--- config.mk ---
export PLATFORM = sky130hd
export DESIGN_NAME = stream_merge
export DESIGN_NICKNAME = d
export VERILOG_FILES = /design/src/source/stream_merge.sv
export VERILOG_INCLUDE_DIRS = /design/src /design/src/source
export SDC_FILE = /design/constraint.sdc
export NUM_CORES = 1
export LEC_CHECK = 0
export ABC_AREA = 1
export BUFFER_PORTS_ARGS = -buffer_cell sky130_fd_sc_hd__buf_2
export CELL_PAD_IN_SITES_DETAIL_PLACEMENT = 0
export CELL_PAD_IN_SITES_GLOBAL_PLACEMENT = 1
export CORE_AREA = 2 2 219 221
export DETAILED_ROUTE_END_ITERATION = 7
export DIE_AREA = 0 0 221 223
export GPL_TIMING_DRIVEN = 0
export PLACE_DENSITY = 0.63
export SYNTH_ARGS = -nofsm -noshare
export SYNTH_HDL_FRONTEND = slang
export SYNTH_SLANG_ARGS = --single-unit
export TNS_END_PERCENT = 50
--- constraint.sdc ---
create_clock -name clk -period 1.9 [get_ports clk]
set_input_delay 0.38 -clock clk [delete_from_list [all_inputs] [get_ports clk]]
set_output_delay 0.38 -clock clk [all_outputs]
set_load 0.005 [all_outputs]
--- src/source/stream_consts.svh ---
`ifndef STREAM_CONSTS_SVH
`define STREAM_CONSTS_SVH

// Datapath and setting widths
`define DATA_W      32
`define COUNT_W     16

// LANE_SEL_W must cover NUM_LANES
`define NUM_LANES   16
`define LANE_SEL_W  4

// Configuration map
`define CFG_ADDR_W          6
`define CFG_SRC_START       0
`define CFG_SRC_INCR        1
`define CFG_SRC_COUNT       2
`define CFG_SRC_DELAY       3
`define CFG_MERGE_SKIP      4
`define CFG_LANE_CONST_BASE 16  // Lane i constant at base + i
`define CFG_LANE_OP_BASE    32  // Lane i opcode at base + i

`endif

--- src/source/stream_merge.sv ---
`include "stream_consts.svh"

module stream_merge (
    input  logic                  clk,
    input  logic                  rst,
    input  logic                  run,

    input  logic [`COUNT_W-1:0]   merge_skip,

    input  logic                  res_valid,
    input  logic [`DATA_W-1:0]    res_data [`NUM_LANES],

    output logic                  out_valid,
    output logic [`DATA_W-1:0]    out_data
);

    logic [`COUNT_W-1:0]    skip_cnt;
    logic [`LANE_SEL_W-1:0] counter;
    logic                   take;

    // A lane strobe past the skip window emits one word
    assign take = res_valid && (skip_cnt == '0);

    always_ff @(posedge clk or posedge rst) begin
        if (rst) begin
            skip_cnt  <= '0;
            counter   <= '0;
            out_valid <= 1'b0;
        end else if (run) begin
            skip_cnt  <= merge_skip;
            counter   <= '0;
            out_valid <= 1'b0;
        end else begin
            out_valid <= take;
            if (res_valid && skip_cnt != '0) begin
                skip_cnt <= skip_cnt - 1'b1;  // Drop leading result
            end
            if (take) begin
                counter <= counter + 1'b1;  // Wraps at NUM_LANES
            end
        end
    end

    // Round-robin select
    always_ff @(posedge clk) begin
        if (take && !run) begin
            out_data <= res_data[counter];
        end
    end

endmodule

==> metrics, run 1 <==
GRT overflow 0; Hold Vio Cnt, Final 0; routed wire length per instance 23.2 um; starting DRC count in detailed routing 630; Fin Clk Skew 0.0145 ns; worst slack, placed -0.779 ns; Starting Density 16.6%; TritonCTS clock tree done; clk root buf clkbuf_16; sequential share of the synthesized area 19.0%; mapped cell area 0.00781 mm2; Startpoint Class register; status finished, violations left; worst slew pin tran 0.955 ns; syn nets 1891; CTS Sinks 53; Static Leak 6.21 nW; total CTS buffers 5; Die Wd 221 um; Pre-antenna DRT Iters 5; # port buffers 564; Gate Count Post-Synth 1357; cell area after layout 0.0122 mm2; HPWL Detailed 50500 um; first-pass GRT wire length 82300 um; final period utilization 101%; Synth area leader nand3_1; CP required 2.01 ns; Reg area 0.00149 mm2; DIE HEIGHT 223 um; largest net degree at the start of global routing 22; r2r startpoint counter[0]$_DFFE_PP0P_; core footprint 0.0471 mm2; P&R area growth vs syn 55.6%; Max Clock Freq 522 MHz; Final #Nets 2466; final setup violation count 1; post-synth top area share 13.7%; final WL 59300 um; FP Rows 80; crit path launch counter[0]$_DFFE_PP0P_; Seq cells post-synth 53; number of remaining DRC errors 0; later-pin clock latency in the skew report 0.34 ns; Max Transition Viols Final 0; share of post-route cells with drive strength above 1 38.9%; maxcap violations 0; power density over cell area 302 mW/mm2; final antenna-violating net count 0; initial antenna violation count 12; Slew Limit Headroom 36.3%; multi-input logic area 0.00489 mm2; DR vias 11700; fin crit period 1.92 ns; maximum vdd drop 0.324 mV; Most used DFF post-synth edfxtp_1; hold_buf cts 0; H-tree depth 2; Clk pin slew, worst setup/hold paths 0.09 ns; I/O pin count 565; vias per std cell 4.56; top cells by area, synth nand3_1 14%, inv_1 13%, edfxtp_1 12%; Ys Warns 0; asr flop ratio synth 39.6%; routability cong. 0.919; crit path capture type register; Worst Hold Class input pin to asynchronous set/reset pin; total chip power 3.67 mW; FILL cells 5591; Syn Area/Cell 5.76 um2; number of synthesized flops with an enable pin 32; RSZ-0062 raised after global routing yes; final setup margin -0.0174 ns; dpl cell area 0.0114 mm2; kind of critical path register to register; Netlist cell types 28; aggregate global-route resource usage 23.2%; Die ar. 0.0493 mm2; Max clock buf depth 2; Crit Path Max Fanout 10; vias in the first global route 11900; violated checks setup timing; commonest non-fill, non-tap cells in the layout 589 x buf_2, 276 x inv_1, 236 x nand2_1; critical path arrival 2.02 ns; commonest non-fill, non-tap cell in the layout buf_2
-- report_power, final --
group | switching, mW | internal [mW] | leakage, nW
logic | 0.649 | 0.607 | 5.59
registers | 0.0586 | 1.27 | 0.544
clock network | 0.576 | 0.509 | 0.0768
total | 1.28 | 2.38 | 6.21
-- per-layer routing --
layer  GRT usage [%]  vias up  share of wire, %
li1                -     5656                 -
met1            28.4     5504                42
met2            42.6      443                51
met3            3.09       51               4.3
met4            5.50        2               2.2
met5               0        -             0.027
-- cells by family after synthesis --
family / synth area share [%]
xor+xnor: 0.112
fa+ha+maj: 0.320
simple gates: 29.1
buf+inv: 20.9
compound gates: 30.5
flops: 19.0
-- flip-flops by register name, summed over array words and instances, names as in the netlist --
name / cells
counter: 4
out_valid: 1
skip_cnt: 16
out_data: 32
-- per-stage QoR --
stage                     setup TNS (ns)  hold WS [ns]  utilization [%]  std cells
final                            -0.0174         0.248             25.8       2556
after global routing             -0.0790         0.259             25.8       2554
after CTS                        -0.0127         0.239             25.2       2545
after detailed placement          -23.48         0.536             24.2       2536
after global placement            -21.41         0.519             24.2       2536
after floorplan                        0         0.357                -       1357
-- cell usage after synthesis (2+ instances only) --
| master | instances |
|---|---|
| or2_2 | 6 |
| edfxtp_1 | 32 |
| inv_1 | 277 |
| nor2_1 | 26 |
| buf_2 | 59 |
| nor2_2 | 6 |
| nor2_4 | 2 |
| nand2_2 | 4 |
| o211ai_1 | 128 |
| buf_4 | 13 |
| o21ai_0 | 135 |
| o21bai_1 | 2 |
| nand3_1 | 214 |
| nand3_2 | 7 |
| clkbuf_1 | 27 |
| buf_1 | 8 |
| nand3b_1 | 2 |
| o21ai_2 | 7 |
| ha_1 | 2 |
| nand2_1 | 237 |
| a21oi_1 | 129 |
| buf_6 | 5 |
| inv_2 | 4 |
| dfrtp_1 | 21 |
-- critical path, cell delays in order, from the launching register on --
cell and delay (ns):
dfrtp_2 0.46, buf_2 0.24, clkbuf_4 0.28, o21ai_1 0.33, nand3_1 0.18, nand3_1 0.13
nand2_1 0.05
-- what timing repair did --
action | CTS | global route
endpoints found under the setup margin | 68 | 68
cloned | 2 | 2
hold endpoints to repair | 0 | 0
pin swaps | 4 | 19
setup buffers | 1 | 1
gates resized for setup | 112 | 73
-- path summary, 6_finish.rpt --
kind	end	slack, ns	depth (start not counted)
worst max-delay path	out_data[29]$_DFFE_PP_	-0.02	6
worst min-delay path	counter[1]$_DFFE_PP0P_	0.25	2
worst max register to register	out_data[29]$_DFFE_PP_	-0.02	6
worst min register to register	skip_cnt[15]$_DFFE_PP0P_	0.56	2
max in group asynchronous	counter[0]$_DFFE_PP0P_	1.01	2
min in group clk	skip_cnt[14]$_DFFE_PP0P_	0.26	3
-- area by class of cell --
type	instances	share of cell area, %
antenna	8	0.165
clock buffer	5	1.03
inverter	281	8.85
clock inverter	3	0.278
multi-input combinational	911	40.2
sequential	53	12.3
buffer	110	6.86
tap	615	6.33
timing repair inverter	3	0.340
timing repair buffer	567	23.6
Note: power is estimated with default switching activity, not from simulation.
==> run 2: changes to the inputs <==
--- a/config.mk
+++ b/config.mk
@@ -10,11 +10,11 @@
 export BUFFER_PORTS_ARGS = -buffer_cell sky130_fd_sc_hd__buf_2
 export CELL_PAD_IN_SITES_DETAIL_PLACEMENT = 0
 export CELL_PAD_IN_SITES_GLOBAL_PLACEMENT = 1
-export CORE_AREA = 2 2 219 221
+export CORE_AREA = 2 2 217 219
 export DETAILED_ROUTE_END_ITERATION = 7
-export DIE_AREA = 0 0 221 223
+export DIE_AREA = 0 0 219 221
 export GPL_TIMING_DRIVEN = 0
-export PLACE_DENSITY = 0.63
+export PLACE_DENSITY = 0.62
 export SYNTH_ARGS = -nofsm -noshare
 export SYNTH_HDL_FRONTEND = slang
 export SYNTH_SLANG_ARGS = --single-unit
==> constraint.sdc (replaced) <==
create_clock -name clk -period 2.2 [get_ports clk]
set_input_delay 0.44 -clock clk [delete_from_list [all_inputs] [get_ports clk]]
set_output_delay 0.44 -clock clk [all_outputs]
set_load 0.005 [all_outputs]
==> run 2 against run 1 <==
The flow now finishes without violations. Sequential power is 14% lower. First-iteration DRC count is 15% higher. Worst setup slack improved by 0.090 ns. Clock power is 15% lower. Die area decreased by 1.8%. Fmax decreased by 9.9%. Worst hold slack gained 0.046 ns. Non-clock buffer count down 2. Critical path type unchanged.
==> metrics, run 2 (synthesis gave the netlist of run 1 again) <==
status completed; Static Leak 6.03 nW (-2.9%); commonest non-fill, non-tap cell in the layout buf_2; vias in the first global route 11800 (-0.56%); Startpoint Class register; max FFs per register 32 (unchanged); GRT overflow 0 (unchanged); power density over cell area 271 mW/mm2 (-10%); FP Rows 79 (-1.3%); later-pin clock latency in the skew report 0.34 ns (about the same); HPWL Detailed 50300 um (-0.32%); TritonCTS clock tree done; Die ar. 0.0484 mm2 (-1.8%); r2r startpoint counter[2]$_DFFE_PP0P_; Fin Clk Skew 0.0184 ns (+0.00386 ns); crit path capture type register; aggregate global-route resource usage 23.6% (+0.42 points); Clk pin slew, worst setup/hold paths 0.10 ns (about the same); number of remaining DRC errors 0 (unchanged); CP Cell Sequence clkbuf_1 -> inv_2 -> clkbuf_1 -> nand3_1 -> nand3_1 -> nand2_1; Slew Limit Headroom 39.1% (+2.9 points); P&R area growth vs syn 48.5%; Biggest register out_data; final WL 58900 um (-0.72%); # port buffers 564 (unchanged); Die Wd 219 um (-0.90%); critical path arrival 2.20 ns (+0.18 ns); Max Transition Viols Final 0 (unchanged); RSZ-0062 raised after global routing no; share of post-route cells with drive strength above 1 36.3% (-2.6 points); cell area after layout 0.0116 mm2 (-4.6%); Pre-antenna DRT Iters 5 (unchanged); vias per std cell 4.58 (+0.51%); hold_buf cts 0 (unchanged); Worst Hold Class input pin to asynchronous set/reset pin; initial antenna violation count 12 (unchanged); H-tree depth 2 (unchanged); DIE HEIGHT 221 um (-0.90%); worst slew pin tran 0.912 ns (-0.0432 ns); CTS Sinks 53 (unchanged); Crit Path Max Fanout 10 (unchanged); grt met1 use 28.8% (+0.45 points); total CTS buffers 5 (unchanged); core footprint 0.0461 mm2 (-2.3%); CP required 2.27 ns (+0.26 ns); fin crit period 2.13 ns (+0.210 ns); M2 GR Usage 42.8% (+0.13 points); clk root buf clkbuf_16; Critical Path Max Stage Delay 0.45 ns (about the same); Slowest cell on crit path clkbuf_1; final period utilization 96.7% (-4.2 points); Final #Nets 2461 (-0.20%); commonest non-fill, non-tap cells in the layout 621 x buf_2, 277 x inv_1, 237 x nand2_1; met3 Usage GRT 3.37% (+0.27 points); kind of critical path register to register; Hold Vio Cnt, Final 0 (unchanged); dpl cell area 0.0114 mm2 (-0.11%); routability cong. 0.925 (+0.57%); DR vias 11600 (-0.16%); R2R Setup Slk 0.07 ns (+0.09 ns); Max Clock Freq 470 MHz (-9.9%); I/O pin count 565 (unchanged); routed wire length per instance 23.2 um (about the same); final antenna-violating net count 0 (unchanged); FF-to-FF path depth 6 (unchanged); largest net degree at the start of global routing 35 (+59%); maximum vdd drop 0.291 mV (-10%); crit-path leading delay family buffers and inverters; final setup violation count 0 (-1); Hold WS 0.293 ns (+0.0458 ns); total chip power 3.14 mW (-14%); RR Endpoint out_data[13]$_DFFE_PP_; WP buf/inv 3 (+1); starting DRC count in detailed routing 724 (+15%); FILL cells 5524 (-1.2%); maxcap violations 0 (unchanged); Starting Density 17.0% (+0.39 points); first-pass GRT wire length 81600 um (-0.84%); Top Registers out_data: 32 flops, skip_cnt: 16 flops, counter: 4 flops; Max clock buf depth 2 (unchanged); setup TNS 0 ns (+0.0174 ns); gr busiest metal met2
[run 2: cell count changes in the layout (fill, tap and decap cells not counted), sizes merged]
cell      previous run  this run
clkinv               5         1
diode                8         4
buf                648       647
clkbuf              34        33
clkinvlp             0         1
[run 2: worst max-delay path by stage]
stage                                        from                endpoint  slack (ns)  cells past startpoint
after floorplan           skip_cnt[0]$_DFFE_PP0P_   out_data[0]$_DFFE_PP_        0.28                      8
after global placement     counter[2]$_DFFE_PP0P_  out_data[17]$_DFFE_PP_       -0.30                      6
after detailed placement   counter[2]$_DFFE_PP0P_  out_data[17]$_DFFE_PP_       -0.33                      6
after CTS                  counter[0]$_DFFE_PP0P_  out_data[19]$_DFFE_PP_        0.01                      8
after global routing       counter[0]$_DFFE_PP0P_  out_data[15]$_DFFE_PP_       0.002                      8
final                      counter[2]$_DFFE_PP0P_  out_data[13]$_DFFE_PP_        0.07                      6
[run 2: through the flow]
step / util [%] / instances / setup slack (ns)
finish: 25.2 / 2539 / 0.0728
global placement: 24.7 / 2528 / -0.298
CTS: 25.1 / 2535 / 0.0109
floorplan: - / 1357 / 0.283
detailed placement: 24.7 / 2528 / -0.334
global route: 25.2 / 2539 / 0.00194
[run 2: area by class of cell]
type | count | area (um2) | area share (%)
clock buffer | 5 | 125 | 1.08
inverter | 281 | 1070 | 9.20
multi-input combinational | 911 | 4700 | 40.5
sequential | 53 | 1490 | 12.8
antenna | 4 | 10.0 | 0.0863
buffer | 111 | 602 | 5.19
timing repair buffer | 564 | 2820 | 24.3
tap | 607 | 759 | 6.55
clock inverter | 3 | 25.0 | 0.216
[run 2: what timing repair did]
item                       CTS  global route
setup endpoints to repair   58            39
setup buffers                0             0
gates resized for setup     19             9
[run 2: per-layer routing]
metal	wire length, um	share of wire [%]
met1	24200	41
met2	29500	50
met3	3740	6.3
met4	1390	2.4
met5	30	0.051
[run 2: power by group]
group | switching (mW) | internal [mW]
clock network | 0.491 | 0.435
logic | 0.554 | 0.514
registers | 0.0493 | 1.10
==> run 3: changes to the inputs <==
--- a/config.mk
+++ b/config.mk
@@ -6,15 +6,14 @@
 export SDC_FILE = /design/constraint.sdc
 export NUM_CORES = 1
 export LEC_CHECK = 0
-export ABC_AREA = 1
 export BUFFER_PORTS_ARGS = -buffer_cell sky130_fd_sc_hd__buf_2
 export CELL_PAD_IN_SITES_DETAIL_PLACEMENT = 0
 export CELL_PAD_IN_SITES_GLOBAL_PLACEMENT = 1
-export CORE_AREA = 2 2 217 219
+export CORE_AREA = 2 2 222 224
 export DETAILED_ROUTE_END_ITERATION = 7
-export DIE_AREA = 0 0 219 221
+export DIE_AREA = 0 0 224 226
 export GPL_TIMING_DRIVEN = 0
-export PLACE_DENSITY = 0.62
+export PLACE_DENSITY = 0.48
 export SYNTH_ARGS = -nofsm -noshare
 export SYNTH_HDL_FRONTEND = slang
 export SYNTH_SLANG_ARGS = --single-unit
==> run 3 against run 2 <==
The run now ends with setup timing left. Global-route usage shrank 7.6 points. Worst setup slack worse by 0.11 ns. Design area shrank 12%. Clock skew fell by 0.0023 ns. Non-clock buffer count is 57 lower. Highest routed layer unchanged. Critical path type unchanged. Critical endpoint is now out_data[0]$_DFFE_PP_. Power fell by 4.8%. Fmax down 5.1%. Via count decreased by 42%. First-iteration DRC count shrank 43%. Sequential cell count is the same. Largest power group unchanged.
==> metrics, run 3 <==
vias in the first global route 7070 (-40%); RSZ-0062 raised after global routing yes; Reg area 0.00149 mm2 (+0.17%); DR vias 6741 (-42%); max FFs per register 32 (unchanged); share of post-route cells with drive strength above 1 83.6% (+47 points); first-pass GRT wire length 55200 um (-32%); sequential share of the synthesized area 24.8% (+5.8 points); Most used DFF post-synth edfxtp_1; CTS Sinks 53 (unchanged); starting DRC count in detailed routing 413 (-43%); largest net degree at the start of global routing 22 (-37%); most frequent cell after synthesis mux4_2; FF-to-FF path depth 6 (unchanged); GRT overflow 0 (unchanged); total chip power 2.99 mW (-4.8%); largest family of logic cells by synthesized area multiplexers; I/O pin count 565 (unchanged); CP Cell Sequence buf_12 -> buf_12 -> buf_16 -> buf_12 -> mux4_2 -> mux4_2; Simple-Gate Fraction of Synth Area 4.87% (-24 points); multi-input logic area 0.00428 mm2 (-9.0%); worst slew pin tran 0.933 ns (+0.0213 ns); HPWL Detailed 35400 um (-30%); commonest non-fill, non-tap cell in the layout buf_2; mux cell area share after synthesis 60.9% (+61 points); CP required 2.28 ns (about the same); clk root buf clkbuf_16; number of synthesized flops with an enable pin 32 (unchanged); Starting Density 12.4% (-4.6 points); maxcap violations 0 (unchanged); Critical Path Max Stage Delay 0.51 ns (+0.06 ns); syn nets 896 (-53%); asr flop ratio synth 39.6% (unchanged); status finished, violations left; Max Clock Freq 446 MHz (-5.1%); critical path arrival 2.32 ns (+0.12 ns); Ys Warns 0 (unchanged); Startpoint Class register; Static Leak 4.18 nW (-31%); RR Endpoint out_data[0]$_DFFE_PP_; Syn Area/Cell 16.5 um2 (+190%); final WL 41400 um (-30%); number of remaining DRC errors 0 (unchanged); dpl cell area 0.00968 mm2 (-15%); Crit path top cell by count buf_12; Synth Area in Adders 0.418% (+0.097 points); Netlist cell types 37 (+32%); Compound-Gate Fraction of Synth Area 2.84% (-28 points); Finished Layout Cells 1587 (-37%); Pre-antenna DRT Iters 4 (-1); routability cong. 0.848 (-8.3%); total CTS buffers 5 (unchanged); TritonCTS clock tree done; Final #Nets 1479 (-40%); Crit Path Max Fanout 6 (-4); fin crit period 2.24 ns (+0.114 ns); cell area after layout 0.0102 mm2 (-12%); Max clock buf depth 2 (unchanged); Max Transition Viols Final 0 (unchanged); r2r startpoint counter[0]$_DFFE_PP0P_; hold_buf cts 0 (unchanged); final antenna-violating net count 0 (unchanged); Seq cells post-synth 53 (unchanged); Synth Area in XOR/XNOR 1.75% (+1.6 points); Die ar. 0.0506 mm2 (+4.6%); Hold Vio Cnt, Final 0 (unchanged); crit-path leading delay family multiplexers; final period utilization 102% (+5.2 points); H-tree depth 2 (unchanged); Worst Hold Class input pin to asynchronous set/reset pin; Synth area leader mux4_2; routed wire length per instance 26.1 um (+12%); setup TNS -0.110 ns (-0.110 ns); top cells by area, synth mux4_2 60%, edfxtp_1 16%, dfrtp_1 8.8%; violated checks setup timing; FILL cells 5269 (-4.6%); FP Rows 81 (+2.5%); R2R Setup Slk -0.04 ns (-0.11 ns); Gate Count Post-Synth 362 (-73%); Biggest register out_data; core footprint 0.0483 mm2 (+5.0%); commonest non-fill, non-tap cells in the layout 565 x buf_2, 160 x mux4_2, 32 x edfxtp_1; kind of critical path register to register; P&R area growth vs syn 71.1%; maximum vdd drop 0.300 mV (+3.1%); crit path capture type register; Slowest cell on crit path mux4_2; final setup violation count 6 (+6); later-pin clock latency in the skew report 0.34 ns (about the same); final setup margin -0.0416 ns (-0.114 ns); initial antenna violation count 33 (+21); worst slack, placed -1.36 ns (-1.02 ns); Die Wd 224 um (+2.3%); Fin Clk Skew 0.0161 ns (-0.00227 ns); Top Registers out_data: 32 flops, skip_cnt: 16 flops, counter: 4 flops; Slew Limit Headroom 37.7% (-1.4 points); mapped cell area 0.00599 mm2 (-23%); synth cell count leaders 160 x mux4_2, 32 x edfxtp_1, 21 x dfrtp_1, 17 x clkbuf_1, 17 x nand2_1; Cells after DPL 1550 (-39%); post-synth top area share 60.2% (+46 points); Clk pin slew, worst setup/hold paths 0.09 ns (about the same); power density over cell area 292 mW/mm2 (+7.8%); DIE HEIGHT 226 um (+2.3%); vias per std cell 4.25 (-7.3%); WP buf/inv 4 (+1); # port buffers 563 (-0.18%); aggregate global-route resource usage 15.9% (-7.6 points)
run 3: final cells by class:
class	instances	share of cell area [%]
multi-input combinational	262	41.7
clock inverter	3	0.281
antenna	19	0.464
clock buffer	5	1.22
buffer	40	4.19
tap	622	7.59
sequential	53	14.5
timing repair buffer	578	29.8
inverter	5	0.183
run 3: cells by family after synthesis:
kind of cell	count (synthesis)
AOI/OAI and AO/OA	29
xor gates and xnor gates	12
adders and majority gates	2
buffers and inverters	47
DFF	53
muxes	164
and+or+nand+nor	55
run 3: what timing repair did:
action	in CTS	in global routing
cloned	3	0
setup buffers	10	0
endpoints found under the setup margin	63	52
resized for setup	82	5
pin swaps	1	0
run 3: per-layer routing:
layer | up-vias | global-route usage (%) | wire length (um) | share of wire (%)
li1 | 2836 | - | - | -
met1 | 3492 | 20.4 | 17100 | 41
met2 | 359 | 26.5 | 20400 | 49
met3 | 42 | 4.77 | 3360 | 8.1
met4 | 12 | 3.27 | 557 | 1.3
met5 | - | 0.978 | 78 | 0.19
run 3: worst max path at each step:
stage | end | slack (ns) | depth (start not counted) | from
finish | out_data[0]$_DFFE_PP_ | -0.04 | 6 | counter[0]$_DFFE_PP0P_
global placement | out_data[27]$_DFFE_PP_ | -1.42 | 4 | counter[1]$_DFFE_PP0P_
detailed placement | out_data[27]$_DFFE_PP_ | -1.36 | 4 | counter[1]$_DFFE_PP0P_
CTS | out_data[0]$_DFFE_PP_ | -0.07 | 6 | counter[0]$_DFFE_PP0P_
floorplan | out_data[0]$_DFFE_PP_ | 0.003 | 3 | skip_cnt[7]$_DFFE_PP0P_
global route | out_data[0]$_DFFE_PP_ | -0.10 | 6 | counter[0]$_DFFE_PP0P_
run 3: per-stage QoR:
stage	hold WS, ns	util [%]
after floorplan	0.417	-
after global placement	0.544	19.9
after detailed placement	0.558	20.0
after CTS	0.281	21.1
after global routing	0.318	21.2
final	0.298	21.2
run 3: report_power, final:
part | internal, mW | switching [mW]
logic | 0.571 | 0.310
registers | 1.09 | 0.0417
clock network | 0.442 | 0.539
run 3: worst register-to-register path, cell delays in order, from the launching register on:
cell     delay [ns]
dfrtp_2        0.38
buf_12         0.14
buf_12         0.17
buf_16         0.16
buf_12         0.14
mux4_2         0.52
mux4_2         0.48
